`src/dwb_cfg_pkg.sv`:
```
package dwb_cfg_pkg;

    // bus and line geometry
    localparam int ADDR_W   = 32;
    localparam int LINE_W   = 128;
    localparam int OFFSET_W = 4;
    localparam int TAG_W    = ADDR_W - OFFSET_W;

    // queue geometry
    localparam int DEPTH = 4;
    localparam int IDX_W = $clog2(DEPTH);

    // one address word, seen as a raw bus address or as tag plus offset
    typedef union packed {
        logic [ADDR_W-1:0] raw;
        struct packed {
            logic [TAG_W-1:0]    tag;
            logic [OFFSET_W-1:0] offset;
        } fields;
    } line_addr_u;

endpackage

```
`src/dwb_axil_pkg.sv`:
```
package dwb_axil_pkg;

    // channel widths
    localparam int AXI_DATA_W = 32;
    localparam int STRB_W     = AXI_DATA_W / 8;
    localparam int RESP_W     = 2;

    // response codes
    localparam logic [RESP_W-1:0] RESP_OKAY = 2'b00;

    // a line goes out as this many word writes
    localparam int WORDS_PER_LINE = 4;
    localparam int WORD_IDX_W     = $clog2(WORDS_PER_LINE);

    // writer FSM states
    localparam logic [1:0] WR_IDLE = 2'd0;
    localparam logic [1:0] WR_SEND = 2'd1;
    localparam logic [1:0] WR_RESP = 2'd2;

endpackage

```
`src/dwb_line_ram.sv`:
```
`timescale 1ns/10ps

module dwb_line_ram (
    input  logic                           clk,
    input  logic                           we_i,
    input  logic [dwb_cfg_pkg::IDX_W-1:0]  waddr_i,
    input  logic [dwb_cfg_pkg::LINE_W-1:0] wdata_i,
    input  logic [dwb_cfg_pkg::IDX_W-1:0]  raddr0_i,
    output logic [dwb_cfg_pkg::LINE_W-1:0] rdata0_o,
    input  logic [dwb_cfg_pkg::IDX_W-1:0]  raddr1_i,
    output logic [dwb_cfg_pkg::LINE_W-1:0] rdata1_o
);

    // one line per queue slot
    logic [dwb_cfg_pkg::LINE_W-1:0] mem [dwb_cfg_pkg::DEPTH];

    // single synchronous write port
    always_ff @(posedge clk) begin
        if (we_i) begin
            mem[waddr_i] <= wdata_i;
        end
    end

    // port 0 serves cache reads, port 1 the head line for the writer
    assign rdata0_o = mem[raddr0_i];
    assign rdata1_o = mem[raddr1_i];

endmodule

```
`src/dwb_addr_cam.sv`:
```
`timescale 1ns/10ps

module dwb_addr_cam (
    input  logic                              clk,
    input  logic                              rst,
    input  logic                              alloc_i,
    input  logic                              free_i,
    input  logic [dwb_cfg_pkg::IDX_W-1:0]     tail_i,
    input  logic [dwb_cfg_pkg::IDX_W-1:0]     head_i,
    input  dwb_cfg_pkg::line_addr_u           wr_addr_i,
    input  logic                              rd_req_i,
    input  dwb_cfg_pkg::line_addr_u           rd_addr_i,
    output logic [dwb_cfg_pkg::DEPTH-1:0]     wr_match_o,
    output logic                              rd_hit_o,
    output logic [dwb_cfg_pkg::IDX_W-1:0]     rd_idx_o,
    output logic [dwb_cfg_pkg::TAG_W-1:0]     head_tag_o,
    output logic                              full_o,
    output logic                              empty_o
);

    logic [dwb_cfg_pkg::TAG_W-1:0] tag_q [dwb_cfg_pkg::DEPTH];
    logic [dwb_cfg_pkg::DEPTH-1:0] valid_q;
    logic [dwb_cfg_pkg::DEPTH-1:0] rd_hit_q;

    // free first so an alloc to the same slot wins
    always_ff @(posedge clk) begin
        if (rst) begin
            valid_q <= '0;
        end else begin
            if (free_i) begin
                valid_q[head_i] <= 1'b0;
            end
            if (alloc_i) begin
                valid_q[tail_i] <= 1'b1;
            end
        end
    end

    always_ff @(posedge clk) begin
        if (alloc_i) begin
            tag_q[tail_i] <= wr_addr_i.fields.tag;
        end
    end

    // write lookup, same cycle
    always_comb begin
        for (int i = 0; i < dwb_cfg_pkg::DEPTH; i++) begin
            wr_match_o[i] = valid_q[i] && (tag_q[i] == wr_addr_i.fields.tag);
        end
    end

    // read lookup, answered one cycle later
    always_ff @(posedge clk) begin
        if (rst) begin
            rd_hit_q <= '0;
        end else begin
            for (int i = 0; i < dwb_cfg_pkg::DEPTH; i++) begin
                rd_hit_q[i] <= rd_req_i && valid_q[i] && (tag_q[i] == rd_addr_i.fields.tag);
            end
        end
    end

    // tags are unique, so at most one bit is set
    always_comb begin
        rd_idx_o = '0;
        for (int i = 0; i < dwb_cfg_pkg::DEPTH; i++) begin
            if (rd_hit_q[i]) begin
                rd_idx_o = dwb_cfg_pkg::IDX_W'(i);
            end
        end
    end

    assign rd_hit_o   = |rd_hit_q;
    assign head_tag_o = tag_q[head_i];

    // tail slot still taken means no room left
    assign full_o  = valid_q[tail_i];
    assign empty_o = ~valid_q[head_i];

endmodule

```
`src/dwb_axil_writer.sv`:
```
`timescale 1ns/10ps

module dwb_axil_writer (
    input  logic                                 clk,
    input  logic                                 rst,
    input  logic                                 start_i,
    input  logic [dwb_cfg_pkg::TAG_W-1:0]        line_addr_i,
    input  logic [dwb_cfg_pkg::LINE_W-1:0]       line_data_i,
    output logic                                 line_done_o,
    output logic                                 drain_active_o,
    // AXI4-Lite write channels
    output logic                                 m_awvalid_o,
    input  logic                                 m_awready_i,
    output logic [dwb_cfg_pkg::ADDR_W-1:0]       m_awaddr_o,
    output logic                                 m_wvalid_o,
    input  logic                                 m_wready_i,
    output logic [dwb_axil_pkg::AXI_DATA_W-1:0]  m_wdata_o,
    output logic [dwb_axil_pkg::STRB_W-1:0]      m_wstrb_o,
    input  logic                                 m_bvalid_i,
    input  logic [dwb_axil_pkg::RESP_W-1:0]      m_bresp_i,
    output logic                                 m_bready_o
);

    logic [1:0]                            state_q;
    logic [dwb_axil_pkg::WORD_IDX_W-1:0]   word_q;
    logic [dwb_axil_pkg::WORD_IDX_W-1:0]   next_word;
    logic                                  aw_done_q;
    logic                                  w_done_q;
    logic [dwb_cfg_pkg::ADDR_W-1:0]        awaddr_q;
    logic [dwb_axil_pkg::AXI_DATA_W-1:0]   wdata_q;
    dwb_cfg_pkg::line_addr_u               word_addr;
    logic                                  b_hs;
    logic                                  last_word;
    logic                                  load_word;

    assign b_hs      = (state_q == dwb_axil_pkg::WR_RESP) && m_bvalid_i;
    assign last_word = word_q == dwb_axil_pkg::WORD_IDX_W'(dwb_axil_pkg::WORDS_PER_LINE - 1);
    // bresp is ignored and any response completes the word
    assign line_done_o = b_hs && last_word;

    // payload is captured on entry to SEND and held until both handshakes
    assign load_word = ((state_q == dwb_axil_pkg::WR_IDLE) && start_i) || (b_hs && !last_word);
    assign next_word = (state_q == dwb_axil_pkg::WR_IDLE) ? '0 : word_q + 1'b1;

    // word address from the line tag and the offset of word k
    always_comb begin
        word_addr.fields.tag    = line_addr_i;
        word_addr.fields.offset = {next_word, 2'b00};
    end

    always_ff @(posedge clk) begin
        if (rst) begin
            state_q   <= dwb_axil_pkg::WR_IDLE;
            word_q    <= '0;
            aw_done_q <= 1'b0;
            w_done_q  <= 1'b0;
        end else begin
            case (state_q)
                dwb_axil_pkg::WR_IDLE: begin
                    if (start_i) begin
                        state_q   <= dwb_axil_pkg::WR_SEND;
                        word_q    <= '0;
                        aw_done_q <= 1'b0;
                        w_done_q  <= 1'b0;
                    end
                end
                dwb_axil_pkg::WR_SEND: begin
                    // AW and W may complete in either order
                    if (m_awready_i) begin
                        aw_done_q <= 1'b1;
                    end
                    if (m_wready_i) begin
                        w_done_q <= 1'b1;
                    end
                    if ((aw_done_q || m_awready_i) && (w_done_q || m_wready_i)) begin
                        state_q <= dwb_axil_pkg::WR_RESP;
                    end
                end
                dwb_axil_pkg::WR_RESP: begin
                    if (m_bvalid_i) begin
                        if (last_word) begin
                            state_q <= dwb_axil_pkg::WR_IDLE;
                        end else begin
                            state_q   <= dwb_axil_pkg::WR_SEND;
                            word_q    <= next_word;
                            aw_done_q <= 1'b0;
                            w_done_q  <= 1'b0;
                        end
                    end
                end
                default: begin
                    state_q <= dwb_axil_pkg::WR_IDLE;
                end
            endcase
        end
    end

    always_ff @(posedge clk) begin
        if (load_word) begin
            awaddr_q <= word_addr.raw;
            wdata_q  <= line_data_i[next_word*dwb_axil_pkg::AXI_DATA_W +: dwb_axil_pkg::AXI_DATA_W];
        end
    end

    assign m_awvalid_o    = (state_q == dwb_axil_pkg::WR_SEND) && !aw_done_q;
    assign m_wvalid_o     = (state_q == dwb_axil_pkg::WR_SEND) && !w_done_q;
    assign m_bready_o     = state_q == dwb_axil_pkg::WR_RESP;
    assign m_awaddr_o     = awaddr_q;
    assign m_wdata_o      = wdata_q;
    // whole words only
    assign m_wstrb_o      = '1;
    assign drain_active_o = state_q != dwb_axil_pkg::WR_IDLE;

endmodule

```
`src/dwb_ctrl.sv`:
```
`timescale 1ns/10ps

module dwb_ctrl (
    input  logic                           clk,
    input  logic                           rst,
    input  logic                           cpu_wreq_i,
    input  logic [dwb_cfg_pkg::LINE_W-1:0] cpu_wdata_i,
    input  logic [dwb_cfg_pkg::DEPTH-1:0]  wr_match_i,
    input  logic                           full_i,
    input  logic                           empty_i,
    input  logic                           line_done_i,
    input  logic                           drain_active_i,
    output logic                           alloc_o,
    output logic                           free_o,
    output logic [dwb_cfg_pkg::IDX_W-1:0]  head_o,
    output logic [dwb_cfg_pkg::IDX_W-1:0]  tail_o,
    output logic                           ram_we_o,
    output logic [dwb_cfg_pkg::IDX_W-1:0]  ram_waddr_o,
    output logic [dwb_cfg_pkg::LINE_W-1:0] ram_wdata_o,
    output logic                           start_o,
    output logic                           write_hit_o
);

    logic [dwb_cfg_pkg::IDX_W-1:0] head_q;
    logic [dwb_cfg_pkg::IDX_W-1:0] tail_q;
    logic [dwb_cfg_pkg::IDX_W-1:0] hit_idx;
    logic                          hit_any;
    logic                          head_hit;
    logic                          rewrite_set;
    logic                          rewrite_q;

    // slot index of the matching entry
    always_comb begin
        hit_idx = '0;
        for (int i = 0; i < dwb_cfg_pkg::DEPTH; i++) begin
            if (wr_match_i[i]) begin
                hit_idx = dwb_cfg_pkg::IDX_W'(i);
            end
        end
    end

    assign hit_any     = |wr_match_i;
    assign write_hit_o = cpu_wreq_i && hit_any;
    assign alloc_o     = cpu_wreq_i && !hit_any && !full_i;

    // merge into the hit slot or fill the tail, RAM takes it at the next edge
    assign ram_we_o    = write_hit_o || alloc_o;
    assign ram_waddr_o = hit_any ? hit_idx : tail_q;
    assign ram_wdata_o = cpu_wdata_i;

    // cache writing into the line at head
    assign head_hit    = cpu_wreq_i && wr_match_i[head_q];
    assign rewrite_set = head_hit && drain_active_i;

    // word 0 is latched when the writer leaves idle, so wait out a head merge
    assign start_o = !empty_i && !drain_active_i && !head_hit;

    // replay the head line if it changed while it was going out
    assign free_o = line_done_i && !rewrite_q && !rewrite_set;

    always_ff @(posedge clk) begin
        if (rst) begin
            rewrite_q <= 1'b0;
        end else if (line_done_i) begin
            rewrite_q <= 1'b0;
        end else if (rewrite_set) begin
            rewrite_q <= 1'b1;
        end
    end

    always_ff @(posedge clk) begin
        if (rst) begin
            head_q <= '0;
            tail_q <= '0;
        end else begin
            if (alloc_o) begin
                tail_q <= tail_q + 1'b1;
            end
            if (free_o) begin
                head_q <= head_q + 1'b1;
            end
        end
    end

    assign head_o = head_q;
    assign tail_o = tail_q;

endmodule

```
`src/dwb_top.sv`:
```
`timescale 1ns/10ps

module dwb_top (
    input  logic                                 clk,
    input  logic                                 rst,
    // cache write request
    input  logic                                 cpu_wreq_i,
    input  logic [dwb_cfg_pkg::ADDR_W-1:0]       cpu_awaddr_i,
    input  logic [dwb_cfg_pkg::LINE_W-1:0]       cpu_wdata_i,
    output logic                                 write_hit_o,
    // cache read request
    input  logic                                 cpu_rreq_i,
    input  logic [dwb_cfg_pkg::ADDR_W-1:0]       cpu_araddr_i,
    output logic                                 read_hit_o,
    output logic [dwb_cfg_pkg::LINE_W-1:0]       cpu_rdata_o,
    // queue status
    output logic                                 full_o,
    output logic                                 empty_o,
    // AXI4-Lite write master
    output logic                                 m_awvalid_o,
    input  logic                                 m_awready_i,
    output logic [dwb_cfg_pkg::ADDR_W-1:0]       m_awaddr_o,
    output logic                                 m_wvalid_o,
    input  logic                                 m_wready_i,
    output logic [dwb_axil_pkg::AXI_DATA_W-1:0]  m_wdata_o,
    output logic [dwb_axil_pkg::STRB_W-1:0]      m_wstrb_o,
    input  logic                                 m_bvalid_i,
    input  logic [dwb_axil_pkg::RESP_W-1:0]      m_bresp_i,
    output logic                                 m_bready_o
);

    logic                           alloc;
    logic                           free;
    logic [dwb_cfg_pkg::IDX_W-1:0]  head;
    logic [dwb_cfg_pkg::IDX_W-1:0]  tail;
    logic [dwb_cfg_pkg::DEPTH-1:0]  wr_match;
    logic [dwb_cfg_pkg::IDX_W-1:0]  rd_idx;
    logic [dwb_cfg_pkg::TAG_W-1:0]  head_tag;
    logic                           ram_we;
    logic [dwb_cfg_pkg::IDX_W-1:0]  ram_waddr;
    logic [dwb_cfg_pkg::LINE_W-1:0] ram_wdata;
    logic [dwb_cfg_pkg::LINE_W-1:0] head_line;
    logic                           start;
    logic                           line_done;
    logic                           drain_active;

    dwb_ctrl dwb_ctrl_i (
        .clk            (clk),
        .rst            (rst),
        .cpu_wreq_i     (cpu_wreq_i),
        .cpu_wdata_i    (cpu_wdata_i),
        .wr_match_i     (wr_match),
        .full_i         (full_o),
        .empty_i        (empty_o),
        .line_done_i    (line_done),
        .drain_active_i (drain_active),
        .alloc_o        (alloc),
        .free_o         (free),
        .head_o         (head),
        .tail_o         (tail),
        .ram_we_o       (ram_we),
        .ram_waddr_o    (ram_waddr),
        .ram_wdata_o    (ram_wdata),
        .start_o        (start),
        .write_hit_o    (write_hit_o)
    );

    dwb_addr_cam dwb_addr_cam_i (
        .clk        (clk),
        .rst        (rst),
        .alloc_i    (alloc),
        .free_i     (free),
        .tail_i     (tail),
        .head_i     (head),
        .wr_addr_i  (cpu_awaddr_i),
        .rd_req_i   (cpu_rreq_i),
        .rd_addr_i  (cpu_araddr_i),
        .wr_match_o (wr_match),
        .rd_hit_o   (read_hit_o),
        .rd_idx_o   (rd_idx),
        .head_tag_o (head_tag),
        .full_o     (full_o),
        .empty_o    (empty_o)
    );

    dwb_line_ram dwb_line_ram_i (
        .clk      (clk),
        .we_i     (ram_we),
        .waddr_i  (ram_waddr),
        .wdata_i  (ram_wdata),
        .raddr0_i (rd_idx),
        .rdata0_o (cpu_rdata_o),
        .raddr1_i (head),
        .rdata1_o (head_line)
    );

    dwb_axil_writer dwb_axil_writer_i (
        .clk            (clk),
        .rst            (rst),
        .start_i        (start),
        .line_addr_i    (head_tag),
        .line_data_i    (head_line),
        .line_done_o    (line_done),
        .drain_active_o (drain_active),
        .m_awvalid_o    (m_awvalid_o),
        .m_awready_i    (m_awready_i),
        .m_awaddr_o     (m_awaddr_o),
        .m_wvalid_o     (m_wvalid_o),
        .m_wready_i     (m_wready_i),
        .m_wdata_o      (m_wdata_o),
        .m_wstrb_o      (m_wstrb_o),
        .m_bvalid_i     (m_bvalid_i),
        .m_bresp_i      (m_bresp_i),
        .m_bready_o     (m_bready_o)
    );

endmodule

```
`config.mk`:
```
export PLATFORM = sky130hd
export DESIGN_NAME = dwb_top
export DESIGN_NICKNAME = d
export VERILOG_FILES = /design/src/dwb_cfg_pkg.sv /design/src/dwb_axil_pkg.sv /design/src/dwb_line_ram.sv /design/src/dwb_addr_cam.sv /design/src/dwb_axil_writer.sv /design/src/dwb_ctrl.sv /design/src/dwb_top.sv
export SDC_FILE = /design/constraint.sdc
export NUM_CORES = 1
export LEC_CHECK = 0
export ABC_AREA = 1
export BUFFER_PORTS_ARGS = -buffer_cell sky130_fd_sc_hd__clkbuf_2
export CAP_MARGIN = 0
export CORE_MARGIN = 3
export CORE_UTILIZATION = 37
export CTS_BUF_LIST = sky130_fd_sc_hd__clkbuf_16
export DETAILED_ROUTE_END_ITERATION = 6
export PLACE_DENSITY = 0.53
export SLEW_MARGIN = 40
export SYNTH_ARGS = -nofsm -noshare
export SYNTH_HDL_FRONTEND = slang
export SYNTH_SLANG_ARGS = --single-unit
```
`constraint.sdc`:
```
create_clock -name clk -period 10.32 [get_ports clk]
set_input_delay 2.064 -clock clk [delete_from_list [all_inputs] [get_ports clk]]
set_output_delay 2.064 -clock clk [all_outputs]
set_load 0.005 [all_outputs]
```
==> results.cfg, run 1 <==
[global_route]
grt-ovfl-total = 0
grt.total_usage = 0.269
grt_first_pass_wirelength_microns = 188000
antenna_found_initial = 13
grt_start_max_net_pins = 129
grt_pass1_vias = 25600

[synth]
yosys.area_share.adder = 0.00328
synth_cells = 3096
ys.warnings.count = 0
netlist_area_sq_um = 34300
synth-seq-cells = 707
synth_compound_area_frac = 0.161
synthMuxAreaShare = 0.0373
synth_simple_gate_area_frac = 0.0987
synth_xor_area_frac = 0.0250
yosysSeqAreaShare = 0.613
avgSynthCellArea_sq_um = 11.1
synth_top_family_by_area = compound AO/OA/AOI/OAI gates
yosysUniqueCellTypes = 49

[worst_setup_path]
worstReg2RegStart = dwb_addr_cam_i.tag_q[0][8]$_DFFE_PP_
critical_path.slowest_cell = nor4_1
crit_chain = clkbuf_2, inv_2, o22ai_1, nor4_1, nand3_1, nor2_1, nor2_2, nand2_1, nand2_1, inv_1, clkbuf_2
worstSetupPathType = in2out
cp-end-kind = primary output
r2r_end = dwb_line_ram_i.mem[3][105]$_DFFE_PP_
start_kind = input port
worstPathRequired_ns = 8.26
ff2ff_path_depth = 12
reg2reg_slack_ns = 6.26
cp_slowest_stage_delay_ns = 0.59
critPathMaxFanout = 10
crit_arrival_ns = 4.23

[sta]
worst_pin_slew_ns = 1.00
slew_headroom = 0.326
hold_violations = 0
fmax_ghz = 0.159
drv_slew = 0
fin_tns_setup_ns = 0
min_period_ns = 6.29
fin_worst_skew_ns = 0.0448
fin_crit_sh = 0.610
rsz0062_at_grt = no
hold_slack_ns = 0.461
setup_violations = 0

[route]
route.detailed.drc = 0
drt_iter0_markers = 2838
drtAntennaViolNets = 0
wl_per_cell_microns = 28.5
first_pass_iters = 5
viasPerCell = 5.72
vias = 26900
wirelength_microns = 134000

[power]
ir_drop_v = 0.000154
total_power_w = 0.00783
powerDensity_nw_per_um2 = 196
leakage_nw = 14.3

[finish]
fin_area_sq_um = 39900
drive_gt1_frac = 0.177
nets = 3603
fin_util = 0.435
area_delta_synth_final_pct = 16.4
fillers = 8660

[clocking]
cts-root-buf = clkbuf_16
hold_buffers = 0
post-cts-setup-buffers = 0
path_clk_slew_ns = 0.06
h-tree-depth = 3
clk_latency_ns = 0.66
cts_max_path_buffers = 3
cts-buffers-inserted = 81
cts-resized-gates = 0
clkSinkCount = 707
cts_tree = done

[min_path]
min_delay_worst_endpoint = dwb_axil_writer_i.w_done_q$_SDFFE_PP0P_
hold_start = dwb_axil_writer_i.w_done_q$_SDFFE_PP0P_
hold_class = reg2reg
whs_path_depth = 2

[placed_design]
hpwl_microns = 91400
portBuffers = 387
placed_cell_area_sq_um = 37300
place.gp.congestion = 1.02

[run]
maxCapViolations = 0

[floorplanning]
rows = 111
die-area_sq_um = 96400
initial_core_util = 0.374
io_pins = 404
die_h_microns = 311
core-area_sq_um = 91800
die_w_microns = 311

[status]
status = finished, final reports clean
[flip-flops by register name (all words and copies together) (netlist names), named ones only]
name	count
dwb_axil_writer_i.w_done_q	1
dwb_axil_writer_i.aw_done_q	1
dwb_ctrl_i.rewrite_q	1
dwb_ctrl_i.head_o	2
dwb_axil_writer_i.m_awaddr_o	30
dwb_line_ram_i.mem	512
dwb_axil_writer_i.word_q	2
dwb_ctrl_i.tail_o	2
dwb_addr_cam_i.rd_hit_q	4
dwb_addr_cam_i.valid_q	4
dwb_addr_cam_i.tag_q	112
dwb_axil_writer_i.state_q	2
dwb_axil_writer_i.m_wdata_o	32
[metrics by stage]
step | std cells | setup slack (ns)
2_1_floorplan | 3100 | 1.21
3_3_place_gp | 4550 | 3.99
3_5_place_dp | 4551 | 4.16
4_1_cts | 4695 | 4.15
5_1_grt | 4700 | 3.96
6_report | 4705 | 4.03
[layout make-up]
cell class	instances	area (sq um)	share of cell area
Sequential cell	707	21000	0.527
Clock buffer	83	2080	0.0520
Clock inverter	61	450	0.0113
Tap cell	1243	1560	0.0389
Antenna cell	8	20.0	0.000501
Inverter	303	1150	0.0289
Timing Repair Buffer	427	2380	0.0595
Multi-Input combinational cell	1873	11300	0.282
[cell usage in the layout, fill, tap and decap left out, types with 128 or more instances in the layout]
cell / netlist / layout
a21oi_1: 213 / 213
clkbuf_2: 0 / 387
edfxtp_1: 686 / 686
inv_1: 269 / 277
mux2i_1: 128 / 128
nand2_1: 339 / 339
nor3_1: 141 / 141
o211ai_1: 129 / 129
o21ai_0: 233 / 230
o22ai_1: 159 / 159
[critical path: cells and delay by family]
kind | cells | cell delay, ns
buf+inv | 4 | 0.72
simple gates | 6 | 1.24
compound gates | 1 | 0.19
[synth_stat cells, drive strengths merged]
cell type / n / area, sq um
edfxtp: 686 / 20600
nand2: 347 / 1320
inv: 298 / 1120
o21ai: 237 / 1190
a21oi: 215 / 1080
o22ai: 159 / 995
clkbuf: 150 / 593
nor3: 142 / 716
o211ai: 129 / 968
a311oi: 128 / 1120
mux2i: 128 / 1280
nor2: 100 / 410
nand3: 68 / 370
buf: 67 / 384
nand4: 58 / 378
xnor2: 56 / 498
xor2: 41 / 359
nor4: 23 / 144
dfxtp: 21 / 420
a221oi: 10 / 87.6
ha: 9 / 113
clkinv: 5 / 18.8
o2111ai: 4 / 35.0
or2: 3 / 18.8
a22o: 2 / 17.5
and2: 2 / 12.5
conb: 2 / 7.51
a211oi: 1 / 7.51
a22oi: 1 / 7.51
a2bb2oi: 1 / 8.76
nand3b: 1 / 7.51
nor2b: 1 / 6.26
o221ai: 1 / 8.76
[where the power goes]
group / switching [W] / internal (W) / leakage [nW] / total, W
Sequential: 0.000158 / 0.00354 / 6.44 / 0.00370
Clock: 0.00117 / 0.00158 / 1.29 / 0.00275
Combinational: 0.000987 / 0.000394 / 6.55 / 0.00138
Total: 0.00232 / 0.00551 / 14.3 / 0.00783
[how the worst max path moves through the flow]
stage                     start                                   to  slack (ns)  cells after the start
4_1_cts        cpu_awaddr_i[31]                          write_hit_o        4.15                     11
6_report       cpu_awaddr_i[31]                          write_hit_o        4.03                     11
5_1_grt        cpu_awaddr_i[31]                          write_hit_o        3.96                     11
3_3_place_gp   cpu_awaddr_i[31]  dwb_line_ram_i.mem[2][27]$_DFFE_PP_        3.99                     13
2_1_floorplan  cpu_awaddr_i[30]   dwb_line_ram_i.mem[1][0]$_DFFE_PP_        1.21                     12
3_5_place_dp   cpu_awaddr_i[31]                          write_hit_o        4.16                     11
[routing by layer]
| metal | GRT usage | vias up | routed length, microns |
|---|---|---|---|
| li1 | - | 12200 | - |
| met1 | 0.360 | 13300 | 55500 |
| met2 | 0.424 | 1217 | 61800 |
| met3 | 0.0660 | 218 | 11600 |
| met4 | 0.0988 | 10 | 5100 |
| met5 | 0 | - | 65 |
[logic make-up (layout without fill, tap and decap cells)]
group,count (synthesis),count (layout)
buffers and inverters,520,874
other,2,14
DFF,707,707
muxes,128,128
xor gates and xnor gates,97,97
and+or+nand+nor,745,745
AOI/OAI and AO/OA,888,888
adders and majority gates,9,9
Note: power is estimated with default switching activity, not from simulation.
==> inputs of run 2 (changes only) <==
==> constraint.sdc (replaced) <==
create_clock -name clk -period 6 [get_ports clk]
set_input_delay 1.2 -clock clk [delete_from_list [all_inputs] [get_ports clk]]
set_output_delay 1.2 -clock clk [all_outputs]
set_load 0.005 [all_outputs]
==> run 2 against run 1 <==
The run now ends with DRC left. Global-route usage decreased by 0.33 points. Non-clock buffer count increased by 7. Clock skew decreased by 0.0074 ns. Core utilization increased by 0.33 points. Cell count increased by 0.40%. Clock power increased by 80%. First-iteration DRC count decreased by 3.9%. Register-to-register slack got worse by 3.9 ns. Wire length decreased by 1.3%. Via count increased by 0.52%. Sequential power increased by 72%. Combinational power increased by 72%.
==> results.cfg, run 2 (synthesis gave the netlist of run 1 again) <==
[status]
status = complete, but fails checks
failed_checks = DRC

[finish]
nets = 3610
regArea_sq_um = 21000
fillers = 8652
final_common_cell = edfxtp_1
drive_gt1_frac = 0.181
multi_input_area_sq_um = 11300
top_register = dwb_line_ram_i.mem
layout.cells.most_common_list = edfxtp_1 (686), clkbuf_2 (387), nand2_1 (339)
area_delta_synth_final_pct = 17.3
instances_no_fill = 4724
fin_util = 0.438
largest_register_ff_count = 512

[clocking]
clk_latency_ns = 0.66
cts-root-buf = clkbuf_16
cts-resized-gates = 0
hold_buffers = 0
post-cts-setup-buffers = 0
cts_tree = done
h-tree-depth = 3
path_clk_slew_ns = 0.06
cts-buffers-inserted = 81
cts_max_path_buffers = 3
clkSinkCount = 707

[sta]
slew_headroom = 0.336
rsz0062_at_grt = no
fin_worst_skew_ns = 0.0374
hold_violations = 0
min_period_ns = 4.69
setup_slack_ns = 1.31
fin_crit_sh = 0.781
fmax_ghz = 0.213
drv_slew = 0
fin_tns_setup_ns = 0
worst_pin_slew_ns = 0.989
setup_violations = 0

[run]
maxCapViolations = 0

[route]
vias = 27000
first_pass_iters = 7
wirelength_microns = 132000
viasPerCell = 5.72
drt_iter0_markers = 2726
drtAntennaViolNets = 0
route.detailed.drc = 4
wl_per_cell_microns = 28.0

[power]
powerDensity_nw_per_um2 = 340
total_power_w = 0.0137
leakage_nw = 14.4
ir_drop_v = 0.000242

[worst_setup_path]
start_kind = flip-flop
reg2reg_slack_ns = 2.35
worstReg2RegStart = dwb_addr_cam_i.tag_q[2][10]$_DFFE_PP_
worstSetupPathType = reg2out
crit_path_start = dwb_addr_cam_i.rd_hit_q[3]$_SDFF_PP0_
worstPathRequired_ns = 4.80
cp-end-kind = primary output
ff2ff_path_depth = 12
critPathMaxFanout = 53
crit_arrival_ns = 3.49

[global_route]
grt.total_usage = 0.266
antenna_found_initial = 23
grt-ovfl-total = 0
grt_pass1_vias = 25600
grt_first_pass_wirelength_microns = 187000
grt_start_max_net_pins = 154

[floorplanning]
io_pins = 404
die_w_microns = 311
core-area_sq_um = 91800
die_h_microns = 311
initial_core_util = 0.374
rows = 111
die-area_sq_um = 96400

[placed_design]
hpwl_microns = 91300
dp_cells = 4560
place.gp.congestion = 1.05
portBuffers = 387
dp_slack_ns = 1.34

[min_path]
hold_class = reg2reg
whs_path_depth = 2
hold_start = dwb_axil_writer_i.w_done_q$_SDFFE_PP0P_
## run 2: cell types whose count changed in the layout (fill, tap and decap cells not counted), sizes merged
| cell | change |
|---|---|
| clkbuf | -1 |
| inv | +5 |
| buf | +7 |
| diode | +4 |
| clkinv | -2 |
| clkinvlp | +2 |
| bufinv | +4 |
## run 2: routing by layer
| metal | vias up | routed length, microns | GRT usage |
|---|---|---|---|
| met4 | 16 | 4670 | 0.0882 |
| li1 | 12200 | - | - |
| met5 | - | 106 | 0 |
| met1 | 13400 | 54700 | 0.355 |
| met2 | 1195 | 60700 | 0.420 |
| met3 | 210 | 12000 | 0.0705 |
## run 2: layout make-up
class,count,area share
diodes,12,0.000746
clock inverters,70,0.0155
multi-input cells,1873,0.280
inverters,303,0.0289
clock buffers,82,0.0510
flip-flops and latches,707,0.523
repair buffers,434,0.0622
well taps,1243,0.0386
## run 2: critical path, cell delays in order (launching register included)
cell and delay [ns]:
dfxtp_1 0.48, nor3_1 0.13, inv_4 0.57, buf_4 0.43
o22ai_1 0.11, a311oi_1 0.79, clkbuf_2 0.25
## run 2: report_power, final
part	internal, W	switching (W)	total [W]
Combinational	0.000696	0.00168	0.00238
Sequential	0.00608	0.000263	0.00635
Clock	0.00289	0.00206	0.00496
## run 2: stage by stage
| stage | hold slack [ns] | cell area [sq um] |
|---|---|---|
| global route | 0.481 | 40200 |
| global placement | 0.445 | 37400 |
| detailed placement | 0.441 | 37500 |
| CTS | 0.452 | 40200 |
| floorplan | 0.429 | 34300 |
| finish | 0.449 | 40200 |
## run 2: worst paths after layout
kind                                        endpoint
min          dwb_axil_writer_i.w_done_q$_SDFFE_PP0P_
max reg2reg     dwb_line_ram_i.mem[3][114]$_DFFE_PP_
min reg2reg  dwb_axil_writer_i.w_done_q$_SDFFE_PP0P_
max                                 cpu_rdata_o[121]
